===== src/rtl/cnn_cfg.svh =====
`ifndef CNN_CFG_SVH
`define CNN_CFG_SVH

// Array shape
`define COLS 4
`define ROWS 2

// Signed operand widths
`define X_BITS 8
`define K_BITS 8

// Accumulator holds X_BITS+K_BITS plus group growth
`define Y_BITS 20

// Register stages behind each multiplier
`define DELAY_MUL 2

// Kernel width limit and the half-width field
`define KW_MAX 3
`define KW2_BITS 2

// Input channel count field
`define CIN_BITS 4

`endif


===== src/rtl/cnn_pkg.sv =====
`default_nettype none

`include "cnn_cfg.svh"

package cnn_pkg;

  // Side-band fields carried with every beat
  typedef struct packed {
    logic [`KW2_BITS-1:0] kw2;
    logic                 is_cin_last;
    logic                 is_w_first_clk;
  } tuser_st;

  localparam int TUSER_WIDTH = $bits(tuser_st);

  // Sequencer FSM
  typedef enum logic {
    seq_idle,
    seq_run
  } seq_state_e;

  // Serializer FSM
  typedef enum logic {
    ser_idle,
    ser_send
  } ser_state_e;

endpackage

`default_nettype wire


===== src/rtl/beat_sequencer.sv =====
`timescale 1ns/100ps
`default_nettype none

`include "cnn_cfg.svh"

module beat_sequencer (
  input  wire logic                          clk,
  input  wire logic                          resetn,
  input  wire logic                          cfg_start,
  input  wire logic [`KW2_BITS-1:0]          cfg_kw2,
  input  wire logic [`CIN_BITS-1:0]          cfg_cin,
  input  wire logic                          in_valid,
  input  wire logic                          in_last,
  input  wire logic [`ROWS-1:0][`X_BITS-1:0] in_pixels,
  input  wire logic [`COLS-1:0][`K_BITS-1:0] in_weights,
  output logic                               in_ready,
  output logic                               seq_valid,
  output logic                               seq_last,
  output logic [`ROWS-1:0][`X_BITS-1:0]      seq_pixels,
  output logic [`COLS-1:0][`K_BITS-1:0]      seq_weights,
  output cnn_pkg::tuser_st                   seq_user,
  input  wire logic                          eng_ready
);

  import cnn_pkg::*;

  // Largest half-width the array supports
  localparam logic [`KW2_BITS-1:0] KW2_LIMIT = `KW2_BITS'(`KW_MAX / 2);

  seq_state_e state;
  logic [`KW2_BITS-1:0] kw2_q;
  logic [`CIN_BITS-1:0] cin_q;
  logic [`CIN_BITS-1:0] beat_cnt;
  logic first_grp, cin_last, running, xfer;

  assign running   = (state == seq_run);
  assign in_ready  = running && eng_ready;
  assign seq_valid = running && in_valid;
  assign xfer      = seq_valid && eng_ready;
  assign cin_last  = (beat_cnt == cin_q - 1'b1);

  // Beat passes straight through
  assign seq_last    = in_last;
  assign seq_pixels  = in_pixels;
  assign seq_weights = in_weights;

  always_comb begin
    seq_user.kw2            = kw2_q;
    seq_user.is_cin_last    = cin_last;
    seq_user.is_w_first_clk = first_grp;
  end

  always_ff @(posedge clk) begin
    if (!resetn) begin
      state     <= seq_idle;
      kw2_q     <= '0;
      cin_q     <= '0;
      beat_cnt  <= '0;
      first_grp <= 1'b0;
    end else begin
      case (state)
        seq_idle: begin
          if (cfg_start) begin
            kw2_q     <= (cfg_kw2 > KW2_LIMIT) ? KW2_LIMIT : cfg_kw2;
            cin_q     <= cfg_cin;
            beat_cnt  <= '0;
            first_grp <= 1'b1;
            state     <= seq_run;
          end
        end
        seq_run: begin
          if (xfer) begin
            beat_cnt <= cin_last ? '0 : beat_cnt + 1'b1;
            if (cin_last) begin
              first_grp <= 1'b0;
            end
            // End of the weight set
            if (in_last) begin
              state <= seq_idle;
            end
          end
        end
        default: state <= seq_idle;
      endcase
    end
  end

endmodule

`default_nettype wire


===== src/rtl/column_serializer.sv =====
`timescale 1ns/100ps
`default_nettype none

`include "cnn_cfg.svh"

module column_serializer (
  input  wire logic                                  clk,
  input  wire logic                                  resetn,
  input  wire logic                                  s_valid,
  input  wire logic                                  s_last,
  input  wire logic [`COLS-1:0][`ROWS-1:0][`Y_BITS-1:0] s_data,
  output logic                                       s_ready,
  input  wire logic                                  out_ready,
  output logic                                       out_valid,
  output logic                                       out_last,
  output logic [$clog2(`COLS)-1:0]                   out_col,
  output logic [`ROWS-1:0][`Y_BITS-1:0]              out_data
);

  import cnn_pkg::*;

  localparam int COL_BITS = $clog2(`COLS);
  localparam logic [COL_BITS-1:0] LAST_COL = COL_BITS'(`COLS - 1);

  ser_state_e state;
  logic [COL_BITS-1:0] col;
  logic last_q;
  logic [`COLS-1:0][`ROWS-1:0][`Y_BITS-1:0] data_q;

  assign s_ready   = (state == ser_idle);
  assign out_valid = (state == ser_send);
  assign out_col   = col;
  assign out_data  = data_q[col];
  assign out_last  = last_q && (col == LAST_COL);

  always_ff @(posedge clk) begin
    if (!resetn) begin
      state  <= ser_idle;
      col    <= '0;
      last_q <= 1'b0;
    end else begin
      case (state)
        ser_idle: begin
          if (s_valid) begin
            last_q <= s_last;
            col    <= '0;
            state  <= ser_send;
          end
        end
        ser_send: begin
          // Step one column per transfer
          if (out_ready) begin
            if (col == LAST_COL) begin
              col   <= '0;
              state <= ser_idle;
            end else begin
              col <= col + 1'b1;
            end
          end
        end
        default: state <= ser_idle;
      endcase
    end
  end

  always_ff @(posedge clk) begin
    if (s_valid && s_ready) begin
      data_q <= s_data;
    end
  end

endmodule

`default_nettype wire


===== src/rtl/conv_core.sv =====
`timescale 1ns/100ps
`default_nettype none

`include "cnn_cfg.svh"

module conv_core (
  input  wire logic                          clk,
  input  wire logic                          resetn,
  input  wire logic                          cfg_start,
  input  wire logic [`KW2_BITS-1:0]          cfg_kw2,
  input  wire logic [`CIN_BITS-1:0]          cfg_cin,
  input  wire logic                          in_valid,
  output logic                               in_ready,
  input  wire logic                          in_last,
  input  wire logic [`ROWS-1:0][`X_BITS-1:0] in_pixels,
  input  wire logic [`COLS-1:0][`K_BITS-1:0] in_weights,
  input  wire logic                          out_ready,
  output logic                               out_valid,
  output logic                               out_last,
  output logic [$clog2(`COLS)-1:0]           out_col,
  output logic [`ROWS-1:0][`Y_BITS-1:0]      out_data
);

  import cnn_pkg::*;

  logic seq_valid, seq_last, eng_ready;
  logic [`ROWS-1:0][`X_BITS-1:0] seq_pixels;
  logic [`COLS-1:0][`K_BITS-1:0] seq_weights;
  tuser_st seq_user;
  logic eng_valid, eng_last, ser_ready;
  logic [`COLS-1:0][`ROWS-1:0][`Y_BITS-1:0] eng_data;

  beat_sequencer seq_i (
    .clk(clk), .resetn(resetn),
    .cfg_start(cfg_start), .cfg_kw2(cfg_kw2), .cfg_cin(cfg_cin),
    .in_valid(in_valid), .in_last(in_last), .in_pixels(in_pixels),
    .in_weights(in_weights), .in_ready(in_ready),
    .seq_valid(seq_valid), .seq_last(seq_last), .seq_pixels(seq_pixels),
    .seq_weights(seq_weights), .seq_user(seq_user), .eng_ready(eng_ready)
  );

  // Side-band output is not needed past the engine
  proc_engine eng_i (
    .clk(clk), .resetn(resetn),
    .s_ready(eng_ready), .s_valid(seq_valid), .s_last(seq_last),
    .s_data_pixels(seq_pixels), .s_data_weights(seq_weights), .s_user(seq_user),
    .m_ready(ser_ready), .m_valid(eng_valid), .m_last(eng_last),
    .m_data(eng_data), .m_user()
  );

  column_serializer ser_i (
    .clk(clk), .resetn(resetn),
    .s_valid(eng_valid), .s_last(eng_last), .s_data(eng_data), .s_ready(ser_ready),
    .out_ready(out_ready), .out_valid(out_valid), .out_last(out_last),
    .out_col(out_col), .out_data(out_data)
  );

endmodule

`default_nettype wire


===== src/rtl/n_delay.sv =====
`timescale 1ns/100ps
`default_nettype none

module n_delay #(
  parameter int N = 1,
  parameter int W = 8
) (
  input  wire logic         c,
  input  wire logic         rn,
  input  wire logic         e,
  input  wire logic [W-1:0] i,
  output logic      [W-1:0] o
);

  if (N == 0) begin : g_wire
    assign o = i;
  end else begin : g_chain
    logic [N-1:0][W-1:0] stage;

    // Whole chain moves together on enable
    always_ff @(posedge c) begin
      if (!rn) begin
        stage <= '0;
      end else if (e) begin
        for (int k = N - 1; k > 0; k--) begin
          stage[k] <= stage[k-1];
        end
        stage[0] <= i;
      end
    end

    assign o = stage[N-1];
  end

endmodule

`default_nettype wire


===== src/rtl/proc_engine.sv =====
`timescale 1ns/100ps
`default_nettype none

`include "cnn_cfg.svh"

module proc_engine (
  input  wire logic                                  clk,
  input  wire logic                                  resetn,
  output logic                                       s_ready,
  input  wire logic                                  s_valid,
  input  wire logic                                  s_last,
  input  wire logic [`ROWS-1:0][`X_BITS-1:0]         s_data_pixels,
  input  wire logic [`COLS-1:0][`K_BITS-1:0]         s_data_weights,
  input  wire cnn_pkg::tuser_st                      s_user,
  input  wire logic                                  m_ready,
  output logic                                       m_valid,
  output logic                                       m_last,
  output logic [`COLS-1:0][`ROWS-1:0][`Y_BITS-1:0]   m_data,
  output cnn_pkg::tuser_st                           m_user
);

  import cnn_pkg::*;

  localparam int COLS   = `COLS;
  localparam int ROWS   = `ROWS;
  localparam int M_BITS = `X_BITS + `K_BITS;
  localparam int Y_BITS = `Y_BITS;
  localparam int KW2_N  = 1 << `KW2_BITS;

  logic en, clken_mul, acc_step, sel_shift, first_beat;
  logic mul_valid, mul_last, acc_valid, acc_last;
  tuser_st mul_user, acc_user;
  logic [TUSER_WIDTH+1:0] ctrl_in, ctrl_out;
  logic [COLS-1:0][KW2_N-1:0] start_lut;
  logic [COLS-1:0] col_start;
  logic [COLS-1:0][ROWS-1:0][M_BITS-1:0] prod, prod_d;
  logic [COLS-1:0][ROWS-1:0][Y_BITS-1:0] acc_data;

  // Output stall freezes everything, the shift cycle freezes the front
  assign en        = m_ready || !acc_valid;
  assign clken_mul = en && !sel_shift;
  assign s_ready   = clken_mul;
  assign acc_step  = clken_mul && mul_valid;

  assign ctrl_in = {s_valid, s_last, s_user};
  assign {mul_valid, mul_last, mul_user} = ctrl_out;

  n_delay #(.N(`DELAY_MUL), .W(TUSER_WIDTH + 2)) ctrl_dly (
    .c(clk), .rn(resetn), .e(clken_mul), .i(ctrl_in), .o(ctrl_out)
  );

  // One shift cycle after each group when kw2 is non-zero
  always_ff @(posedge clk) begin
    if (!resetn) begin
      sel_shift  <= 1'b0;
      first_beat <= 1'b1;
    end else if (en) begin
      sel_shift <= acc_step && mul_user.is_cin_last && (mul_user.kw2 != '0);
      if (acc_step) begin
        first_beat <= mul_user.is_cin_last;
      end
    end
  end

  for (genvar c = 0; c < COLS; c++) begin : g_col
    // Kernel start columns per half-width
    for (genvar k = 0; k < KW2_N; k++) begin : g_lut
      assign start_lut[c][k] = (c % (2 * k + 1)) == 0;
    end
    assign col_start[c] = start_lut[c][mul_user.kw2];

    for (genvar r = 0; r < ROWS; r++) begin : g_row
      logic signed [Y_BITS-1:0] prod_ext, acc_base, left_sum, carry_q;

      assign prod[c][r] = $signed(s_data_pixels[r]) * $signed(s_data_weights[c]);

      n_delay #(.N(`DELAY_MUL), .W(M_BITS)) mul_dly (
        .c(clk), .rn(1'b1), .e(clken_mul), .i(prod[c][r]), .o(prod_d[c][r])
      );

      assign prod_ext = {{(Y_BITS - M_BITS){prod_d[c][r][M_BITS-1]}}, prod_d[c][r]};

      if (c == 0) begin : g_edge
        assign left_sum = '0;
      end else begin : g_inner
        assign left_sum = acc_data[c-1][r];
      end

      // Group starts from the carry unless first group or kernel start
      always_comb begin
        if (!first_beat) begin
          acc_base = acc_data[c][r];
        end else if (mul_user.is_w_first_clk || col_start[c]) begin
          acc_base = '0;
        end else begin
          acc_base = carry_q;
        end
      end

      always_ff @(posedge clk) begin
        if (acc_step) begin
          acc_data[c][r] <= acc_base + prod_ext;
        end
        if (en && sel_shift && !col_start[c]) begin
          carry_q <= left_sum;
        end
      end
    end
  end

  // Result register, one beat per group
  always_ff @(posedge clk) begin
    if (!resetn) begin
      acc_valid <= 1'b0;
      acc_last  <= 1'b0;
    end else if (en) begin
      acc_valid <= acc_step && mul_user.is_cin_last;
      acc_last  <= acc_step && mul_user.is_cin_last && mul_last;
    end
  end

  always_ff @(posedge clk) begin
    if (acc_step) begin
      acc_user <= mul_user;
    end
  end

  assign m_valid = acc_valid;
  assign m_last  = acc_last;
  assign m_data  = acc_data;
  assign m_user  = acc_user;

endmodule

`default_nettype wire


===== config.mk =====
export PLATFORM = sky130hd
export DESIGN_NAME = conv_core
export DESIGN_NICKNAME = d
export VERILOG_FILES = /design/src/rtl/cnn_pkg.sv /design/src/rtl/beat_sequencer.sv /design/src/rtl/column_serializer.sv /design/src/rtl/conv_core.sv /design/src/rtl/n_delay.sv /design/src/rtl/proc_engine.sv
export VERILOG_INCLUDE_DIRS = /design/src /design/src/rtl
export SDC_FILE = /design/constraint.sdc
export NUM_CORES = 2
export LEC_CHECK = 0
export BUFFER_PORTS_ARGS = -buffer_cell sky130_fd_sc_hd__buf_2
export CAP_MARGIN = 20
export CORE_ASPECT_RATIO = 0.7
export CORE_MARGIN = 4
export CORE_UTILIZATION = 55
export DETAILED_ROUTE_END_ITERATION = 12
export GPL_ROUTABILITY_DRIVEN = 0
export PLACE_DENSITY = 0.82
export SKIP_CTS_REPAIR_TIMING = 1
export SLEW_MARGIN = 20
export SYNTH_ARGS = -nofsm -noshare
export SYNTH_HDL_FRONTEND = slang
export SYNTH_SLANG_ARGS = --single-unit
export TNS_END_PERCENT = 1

===== constraint.sdc =====
create_clock -name clk -period 20.6 [get_ports clk]
set_clock_uncertainty 0.15 [all_clocks]
set_input_delay 2.06 -clock clk [delete_from_list [all_inputs] [get_ports clk]]
set_output_delay 2.06 -clock clk [all_outputs]
set_load 0.01 [all_outputs]

# After elaboration in Yosys (flattened, before gate mapping)

Cells that the tools add are included.

Flip-flop bits (word level): 728
Input bits: 60
Logic and storage cells: 151

Add/sub/neg operators: 11
Multiply operators: 8
Magnitude comparators: 3
Equality and inequality tests: 7
Multiplexer cells: 41
Bitwise logic cells: 2
Reductions and logical operators: 27

Operators by type and width:

| kind                                                                 | number |
|---|---|
| 20-bit two-way mux                                                   | 14 |
| 20-bit by 16-bit adder with 20-bit output                            | 8 |
| 8-bit by 8-bit multiplier with 16-bit output                         | 8 |
| 40-bit binary-select mux with 2-bit select                           | 1 |
| 40-bit two-way mux                                                   | 1 |
| 1-bit logical AND                                                    | 13 |
| 4-bit two-way mux                                                    | 3 |
| 1-bit two-way mux                                                    | 11 |
| 2-bit != test, second input constant                                 | 5 |
| 2-bit AND reduction                                                  | 5 |
| 2-bit two-way mux                                                    | 4 |
| 4-bit case mux with 2 select lines                                   | 1 |
| 2-bit by 3-bit < comparator with 1-bit output, second input constant | 2 |
| 1-bit case mux with 2 select lines                                   | 3 |
| 4-bit by 1-bit adder with 4-bit output, second input constant        | 1 |
| 1-bit binary-select mux with 2-bit select                            | 2 |
| 4-bit == test                                                        | 1 |
| 1-bit logical NOT                                                    | 4 |
| 2-bit case mux with 2 select lines                                   | 1 |
| 4-bit by 1-bit subtractor with 4-bit output, second input constant   | 1 |
| 1-bit logical OR                                                     | 3 |
| 3-bit AND reduction                                                  | 1 |
| 2-bit by 1-bit adder with 2-bit output, second input constant        | 1 |
| 2-bit == test, second input constant                                 | 1 |
| other kinds (3)                                                      | 4 |

# Longest topological paths before layout

Depth in word-level cells: 6
Depth in mapped cells: 20
Depth with buffers taken out: 19

# By module

Synthesis repeated with hierarchy kept, for this count alone.

Cells, all modules: 5097
Area total of the unflattened synthesis: 55480.7 sq um

By module, submodules not included:

| module                                         | instances | cells each | area an instance (sq um) | seq. area each (sq um) |
|---|---|---|---|---|
| proc_engine                                    | 1         | 3746       | 37038.0                  | 8608.3 |
| n_delay at eng_i.g_col[0].g_row[0].mul_dly ... | 8         | 119        | 1363.8                   | 640.6 |
| column_serializer                              | 1         | 230        | 6008.3                   | 4884.7 |
| beat_sequencer                                 | 1         | 125        | 1028.5                   | 240.2 |
| n_delay at eng_i.ctrl_dly                      | 1         | 44         | 495.5                    | 240.2 |

# Least setup slack after synthesis

OpenSTA, ideal clock, no wires.

Path type: reg2out
From: reg ser_i.state (netlist: ser_i.out_valid)
To: out in_ready
Arrival: 8.694 ns
Slack: 9.696 ns
Cell stages (with the launch flop): 7
Buffers on the path: 2
Cells stage by stage: dfxtp_1 -> clkbuf_1 -> nand2_1 -> nand2b_1 -> inv_1 -> buf_1 -> and2_1

Cells in the longest elaborated chain, start to end: 4

Ends and longest elaborated chain:

| what                   | RTL line                | source |
|---|---|---|
| start, declared        | column_serializer.sv:25 | `ser_state_e state;` |
| start signal, assigned | column_serializer.sv:38 | `state <= ser_idle;` |
| start signal, assigned | column_serializer.sv:47 | `state <= ser_send;` |
| start signal, assigned | column_serializer.sv:55 | `state <= ser_idle;` |
| 1-bit NOT              | column_serializer.sv:30 | `assign s_ready = (state == ser_idle);` |
| 1-bit logical OR       | proc_engine.sv:40       | `assign en = m_ready \|\| !acc_valid;` |
| 1-bit logical AND      | proc_engine.sv:41       | `assign clken_mul = en && !sel_shift;` |
| net eng_i.ctrl_dly.e   | n_delay.sv:10           | `input wire logic e,` |
| 1-bit logical AND      | beat_sequencer.sv:37    | `assign in_ready = running && eng_ready;` |
| end, declared          | conv_core.sv:13         | `output logic in_ready,` |

The timed path passes the listed nets, and every way through them passes these cells.

# Worst setup path after layout

From: in in_pixels[11] (netlist name)
To: reg eng_i.g_col[3].g_row[1].mul_dly.g_chain.stage[14] (netlist name) (data pin)

Cells in the longest elaborated chain, start to end: 1

Ends and longest elaborated chain:

| what                                         | RTL line          | source |
|---|---|---|
| start, declared                              | conv_core.sv:15   | `` input wire logic [`ROWS-1:0][`X_BITS-1:0] in_pixels, `` |
| 8-bit by 8-bit multiplier with 16-bit output | proc_engine.sv:75 | `assign prod[c][r] = $signed(s_data_pixels[r]) * $signed(s_data_weights[c]);` |
| net eng_i.g_col[3].g_row[1].mul_dly.i[14]    | n_delay.sv:11     | `input wire logic [W-1:0] i,` |
| end signal, assigned by index                | n_delay.sv:26     | `stage[k] <= stage[k-1];` |
| end, declared                                | n_delay.sv:18     | `logic [N-1:0][W-1:0] stage;` |

The timed path passes the listed nets, and every way through them passes these cells.
A chain may end at the register's enable or synchronous reset.

==> results.py <==
metrics = {
    "clock_tree": {
        "clock_tree.root_cell": "sky130_fd_sc_hd__clkbuf_16",
        "tritoncts": "yes",
        "cts_made_buffers": 73,
        "cts.sink_count": 728,
        "cts_max_level": 3,
        "cts.clk_slew.worst_paths_ns": 0.06,
        "worstSkewPairLatency_ns": 0.65,
        "cts.path.max_buffers": 3,
    },
    "drt": {
        "route.detailed.vias_per_inst": 5.82,
        "wl_per_cell_um": 21.3,
        "wire_length_after_detailed_routing_um": 123000,
        "post-route-drc-count": 0,
        "first_pass_iters": 5,
        "vias": 33500,
        "detailedRoute.firstIterationViolations": 3484,
        "postRouteAntennaNets": 0,
    },
    "sta": {
        "worst_pin_slew_ns": 1.09,
        "total_negative_setup_slacks_ns": 0,
        "achievable-frequency_mhz": 154,
        "finalHoldWorstSlack_ns": 0.260,
        "final.setup.worst_slack_ns": 14.12,
        "finalSetupViolations": 0,
        "post-route-min-period_ns": 6.48,
        "timing.slew.headroom": 0.273,
        "timing_hold_violations_final": 0,
        "period_share": 0.315,
        "rsz0062_at_grt": "no",
        "final_max_slew_viol_count": 0,
    },
    "critical_path": {
        "cp_cell_sequence": "buf_2 > nand2_1 > fa_1 > inv_1 > fa_1 > inv_1 > fa_1 > fa_1 > inv_1 > ha_1 > nor2b_1 > o21ai_0 > a21boi_0 > o21ai_0 > a21oi_1 > or4_1 > nand3_1",
        "startpoint_type": "input port",
        "setup_crit_end_kind": "register",
        "arrival_ns": 6.83,
        "cp-endpoint": "eng_i.g_col[3].g_row[1].mul_dly.g_chain.stage[14]",
        "r2r_path_start": "eng_i.first_beat",
        "critPathTopFamily": "adder cells",
        "regToRegSetupSlack_ns": 15.35,
        "timing.critical_path.slowest_cell_delay_ns": 0.53,
        "crit_path_most_repeated_cell": "sky130_fd_sc_hd__fa_1",
        "timing.critical_path.required_ns": 20.95,
        "setup.worst_path.start": "in_pixels[11]",
        "r2r_end": "eng_i.g_col[2].g_row[1].left_sum[16]",
        "critical_path_cell_count": 17,
        "cpMaxStageDelayCell": "sky130_fd_sc_hd__or4_1",
        "worst-r2r-cell-count": 14,
        "crit_type": "input port to register",
        "crit_fanout": 32,
        "timing.critical_path.buf_inv": 4,
    },
    "layout": {
        "layout.cell_area.non_filler_um2": 56300,
        "utilization": 0.600,
        "final-seq-area_um2": 21500,
        "final_common_cell": "sky130_fd_sc_hd__inv_1",
        "layout-area-overhead-vs-synth_pct": 8.33,
        "final_cells": 5760,
        "layout.cells.most_common_list": "sky130_fd_sc_hd__inv_1 (704), sky130_fd_sc_hd__edfxtp_1 (696), sky130_fd_sc_hd__fa_1 (448), sky130_fd_sc_hd__ha_1 (387), sky130_fd_sc_hd__and2_1 (354)",
        "layout.nets": 5341,
        "multi_input_area_um2": 27300,
        "filler_cells_inserted": 7181,
        "drive_gt1_frac": 0.0706,
    },
    "placed_design": {
        "port_buffers": 104,
        "placement.setup.worst_slack_ns": 13.56,
        "detailed_place_hpwl_um": 89200,
        "dpl.cell_count": 5619,
        "placement.cell_area_um2": 53700,
    },
    "synth": {
        "synth_top_cell_area_share": 0.402,
        "synthesis.yosys.warnings": 0,
        "post_synth.cell_area_avg_um2": 11.8,
        "synth.largest_area_cell": "sky130_fd_sc_hd__edfxtp_1",
        "synth_seq_area_share": 0.415,
        "synth_seq_cells": 728,
        "syn-num-nets": 5281,
        "synth_instances": 4386,
        "syn-cell-area_um2": 52000,
        "post_synth_num_cell_types": 78,
        "async_flop_share": 0,
        "synth_enable_flop_cells": 696,
        "synth_ff_type": "sky130_fd_sc_hd__edfxtp_1",
        "ys_top_cells_by_area": "sky130_fd_sc_hd__edfxtp_1 (40%), sky130_fd_sc_hd__fa_1 (17%), sky130_fd_sc_hd__ha_1 (9.3%)",
    },
    "global_routing": {
        "maximum_number_of_pins_on_one_net_before_global_route_repair": 82,
        "grt_antenna_before_repair": 14,
        "groute.usage.overall": 0.248,
        "global_route_wire_length_before_repair_um": 191000,
        "grt_remaining_overflow": 0,
        "number_of_global_route_vias_before_repair": 33600,
    },
    "power_and_ir_drop": {
        "power.total_mw": 6.63,
        "power.ir.vdd_worst_uv": 79.0,
        "cellLeakagePower_nw": 24.1,
        "power_per_cell_area_nw_per_um2": 118,
    },
    "die": {
        "io_pins": 105,
        "core_area_um2": 93900,
        "chipWidth_um": 375,
        "floorplan.die.height_um": 265,
        "floorplan.initialDensity": 0.554,
        "total_die_area_um2": 99500,
        "num_rows": 94,
    },
    "hold_path": {
        "min-delay-path-class": "register to register",
    },
    "run_status": {
        "status": "finished, final reports clean",
    },
    "job": {
        "drv_cap": 0,
    },
}
-- final cells by class --
cell class                      instances  area share
Clock buffer                           83      0.0335
Timing Repair Buffer                  122      0.0117
Sequential cell                       728       0.383
Antenna cell                            5    0.000222
Inverter                              706      0.0473
Multi-Input combinational cell       2815       0.484
Tap cell                             1248      0.0277
Clock inverter                         53      0.0123
-- power by group --
part / internal [mW] / switching (mW) / total, mW
registers: 2.06 / 0.224 / 2.29
logic: 1.21 / 1.70 / 2.91
clock network: 0.825 / 0.605 / 1.43
total: 4.10 / 2.53 / 6.63
-- how the worst min path moves through the flow --
stage	startpoint	endpoint	slack, ns	depth (start not counted)
2_1_floorplan	eng_i.g_col[0].g_row[0].mul_dly.g_chain.stage[0]	eng_i.g_col[0].g_row[0].mul_dly.o[0]	0.25	0
3_3_place_gp	eng_i.g_col[1].g_row[0].mul_dly.g_chain.stage[6]	eng_i.g_col[1].g_row[0].mul_dly.o[6]	0.25	0
5_1_grt	eng_i.g_col[1].g_row[1].mul_dly.g_chain.stage[9]	eng_i.g_col[1].g_row[1].mul_dly.o[9]	0.27	0
6_report	eng_i.g_col[0].g_row[0].mul_dly.g_chain.stage[8]	eng_i.g_col[0].g_row[0].mul_dly.o[8]	0.26	0
3_5_place_dp	eng_i.g_col[0].g_row[0].mul_dly.g_chain.stage[8]	eng_i.g_col[0].g_row[0].mul_dly.o[8]	0.25	0
4_1_cts	eng_i.g_col[0].g_row[0].mul_dly.g_chain.stage[8]	eng_i.g_col[0].g_row[0].mul_dly.o[8]	0.26	0
-- synthesized netlist by cell type, types with 9 or more instances --
master                     count
sky130_fd_sc_hd__o21a_1       36
sky130_fd_sc_hd__edfxtp_1    696
sky130_fd_sc_hd__a311o_1      11
sky130_fd_sc_hd__ha_1        387
sky130_fd_sc_hd__and2_1      355
sky130_fd_sc_hd__fa_1        448
sky130_fd_sc_hd__nand3_1      46
sky130_fd_sc_hd__xnor2_1     190
sky130_fd_sc_hd__nor2b_1     114
sky130_fd_sc_hd__nor4_1       12
sky130_fd_sc_hd__or3_1        10
sky130_fd_sc_hd__xor2_1       59
sky130_fd_sc_hd__o21ai_0      82
sky130_fd_sc_hd__mux4_2       40
sky130_fd_sc_hd__dfxtp_1      32
sky130_fd_sc_hd__o311ai_0      9
sky130_fd_sc_hd__inv_1       705
sky130_fd_sc_hd__buf_1        10
sky130_fd_sc_hd__mux2i_1       9
sky130_fd_sc_hd__nor2_1      124
sky130_fd_sc_hd__nor3_1       45
sky130_fd_sc_hd__and3_1       33
sky130_fd_sc_hd__o211ai_1     13
sky130_fd_sc_hd__a31oi_1      14
sky130_fd_sc_hd__a22o_1      114
sky130_fd_sc_hd__nand4_1      17
sky130_fd_sc_hd__a211oi_1     17
sky130_fd_sc_hd__clkbuf_1    123
sky130_fd_sc_hd__o21bai_1     22
sky130_fd_sc_hd__nand2_1     201
sky130_fd_sc_hd__a21boi_0     26
sky130_fd_sc_hd__a21o_1       70
sky130_fd_sc_hd__nand2b_1     41
sky130_fd_sc_hd__a21oi_1     134
-- state kept, by name (all words and copies together), names as in the netlist, 2 cells and up --
register                                 flops
ser_i.data_q                               160
eng_i.g_col.g_row.mul_dly.g_chain.stage    128
eng_i.g_col.g_row.mul_dly.o                128
eng_i.g_col.g_row.carry_q                  120
eng_i.g_col.g_row.left_sum                 120
eng_i.m_data                                40
eng_i.ctrl_dly.g_chain.stage                 6
eng_i.ctrl_dly.o                             6
seq_i.beat_cnt                               4
seq_i.cin_q                                  4
seq_i.kw2_q                                  2
ser_i.out_col                                2
-- kinds of logic (layout without fill, tap and decap cells) --
kind of cell,after synthesis,after routing,synth area share
simple gates,1030,1030,0.107
buf+inv,843,964,0.0611
fa+ha+maj,835,835,0.266
flops,728,728,0.415
compound gates,644,644,0.0884
xor+xnor,249,249,0.0420
mux,57,57,0.0208
other cells,0,5,0
-- metal layers --
metal | vias up | part of all wire | global-route usage
li1 | 15100 | - | -
met1 | 16600 | 0.42 | 0.363
met2 | 1623 | 0.42 | 0.355
met3 | 185 | 0.14 | 0.0873
met4 | 6 | 0.025 | 0.0664
met5 | - | 0.00033 | 0
(Power assumes the default switching activity.)
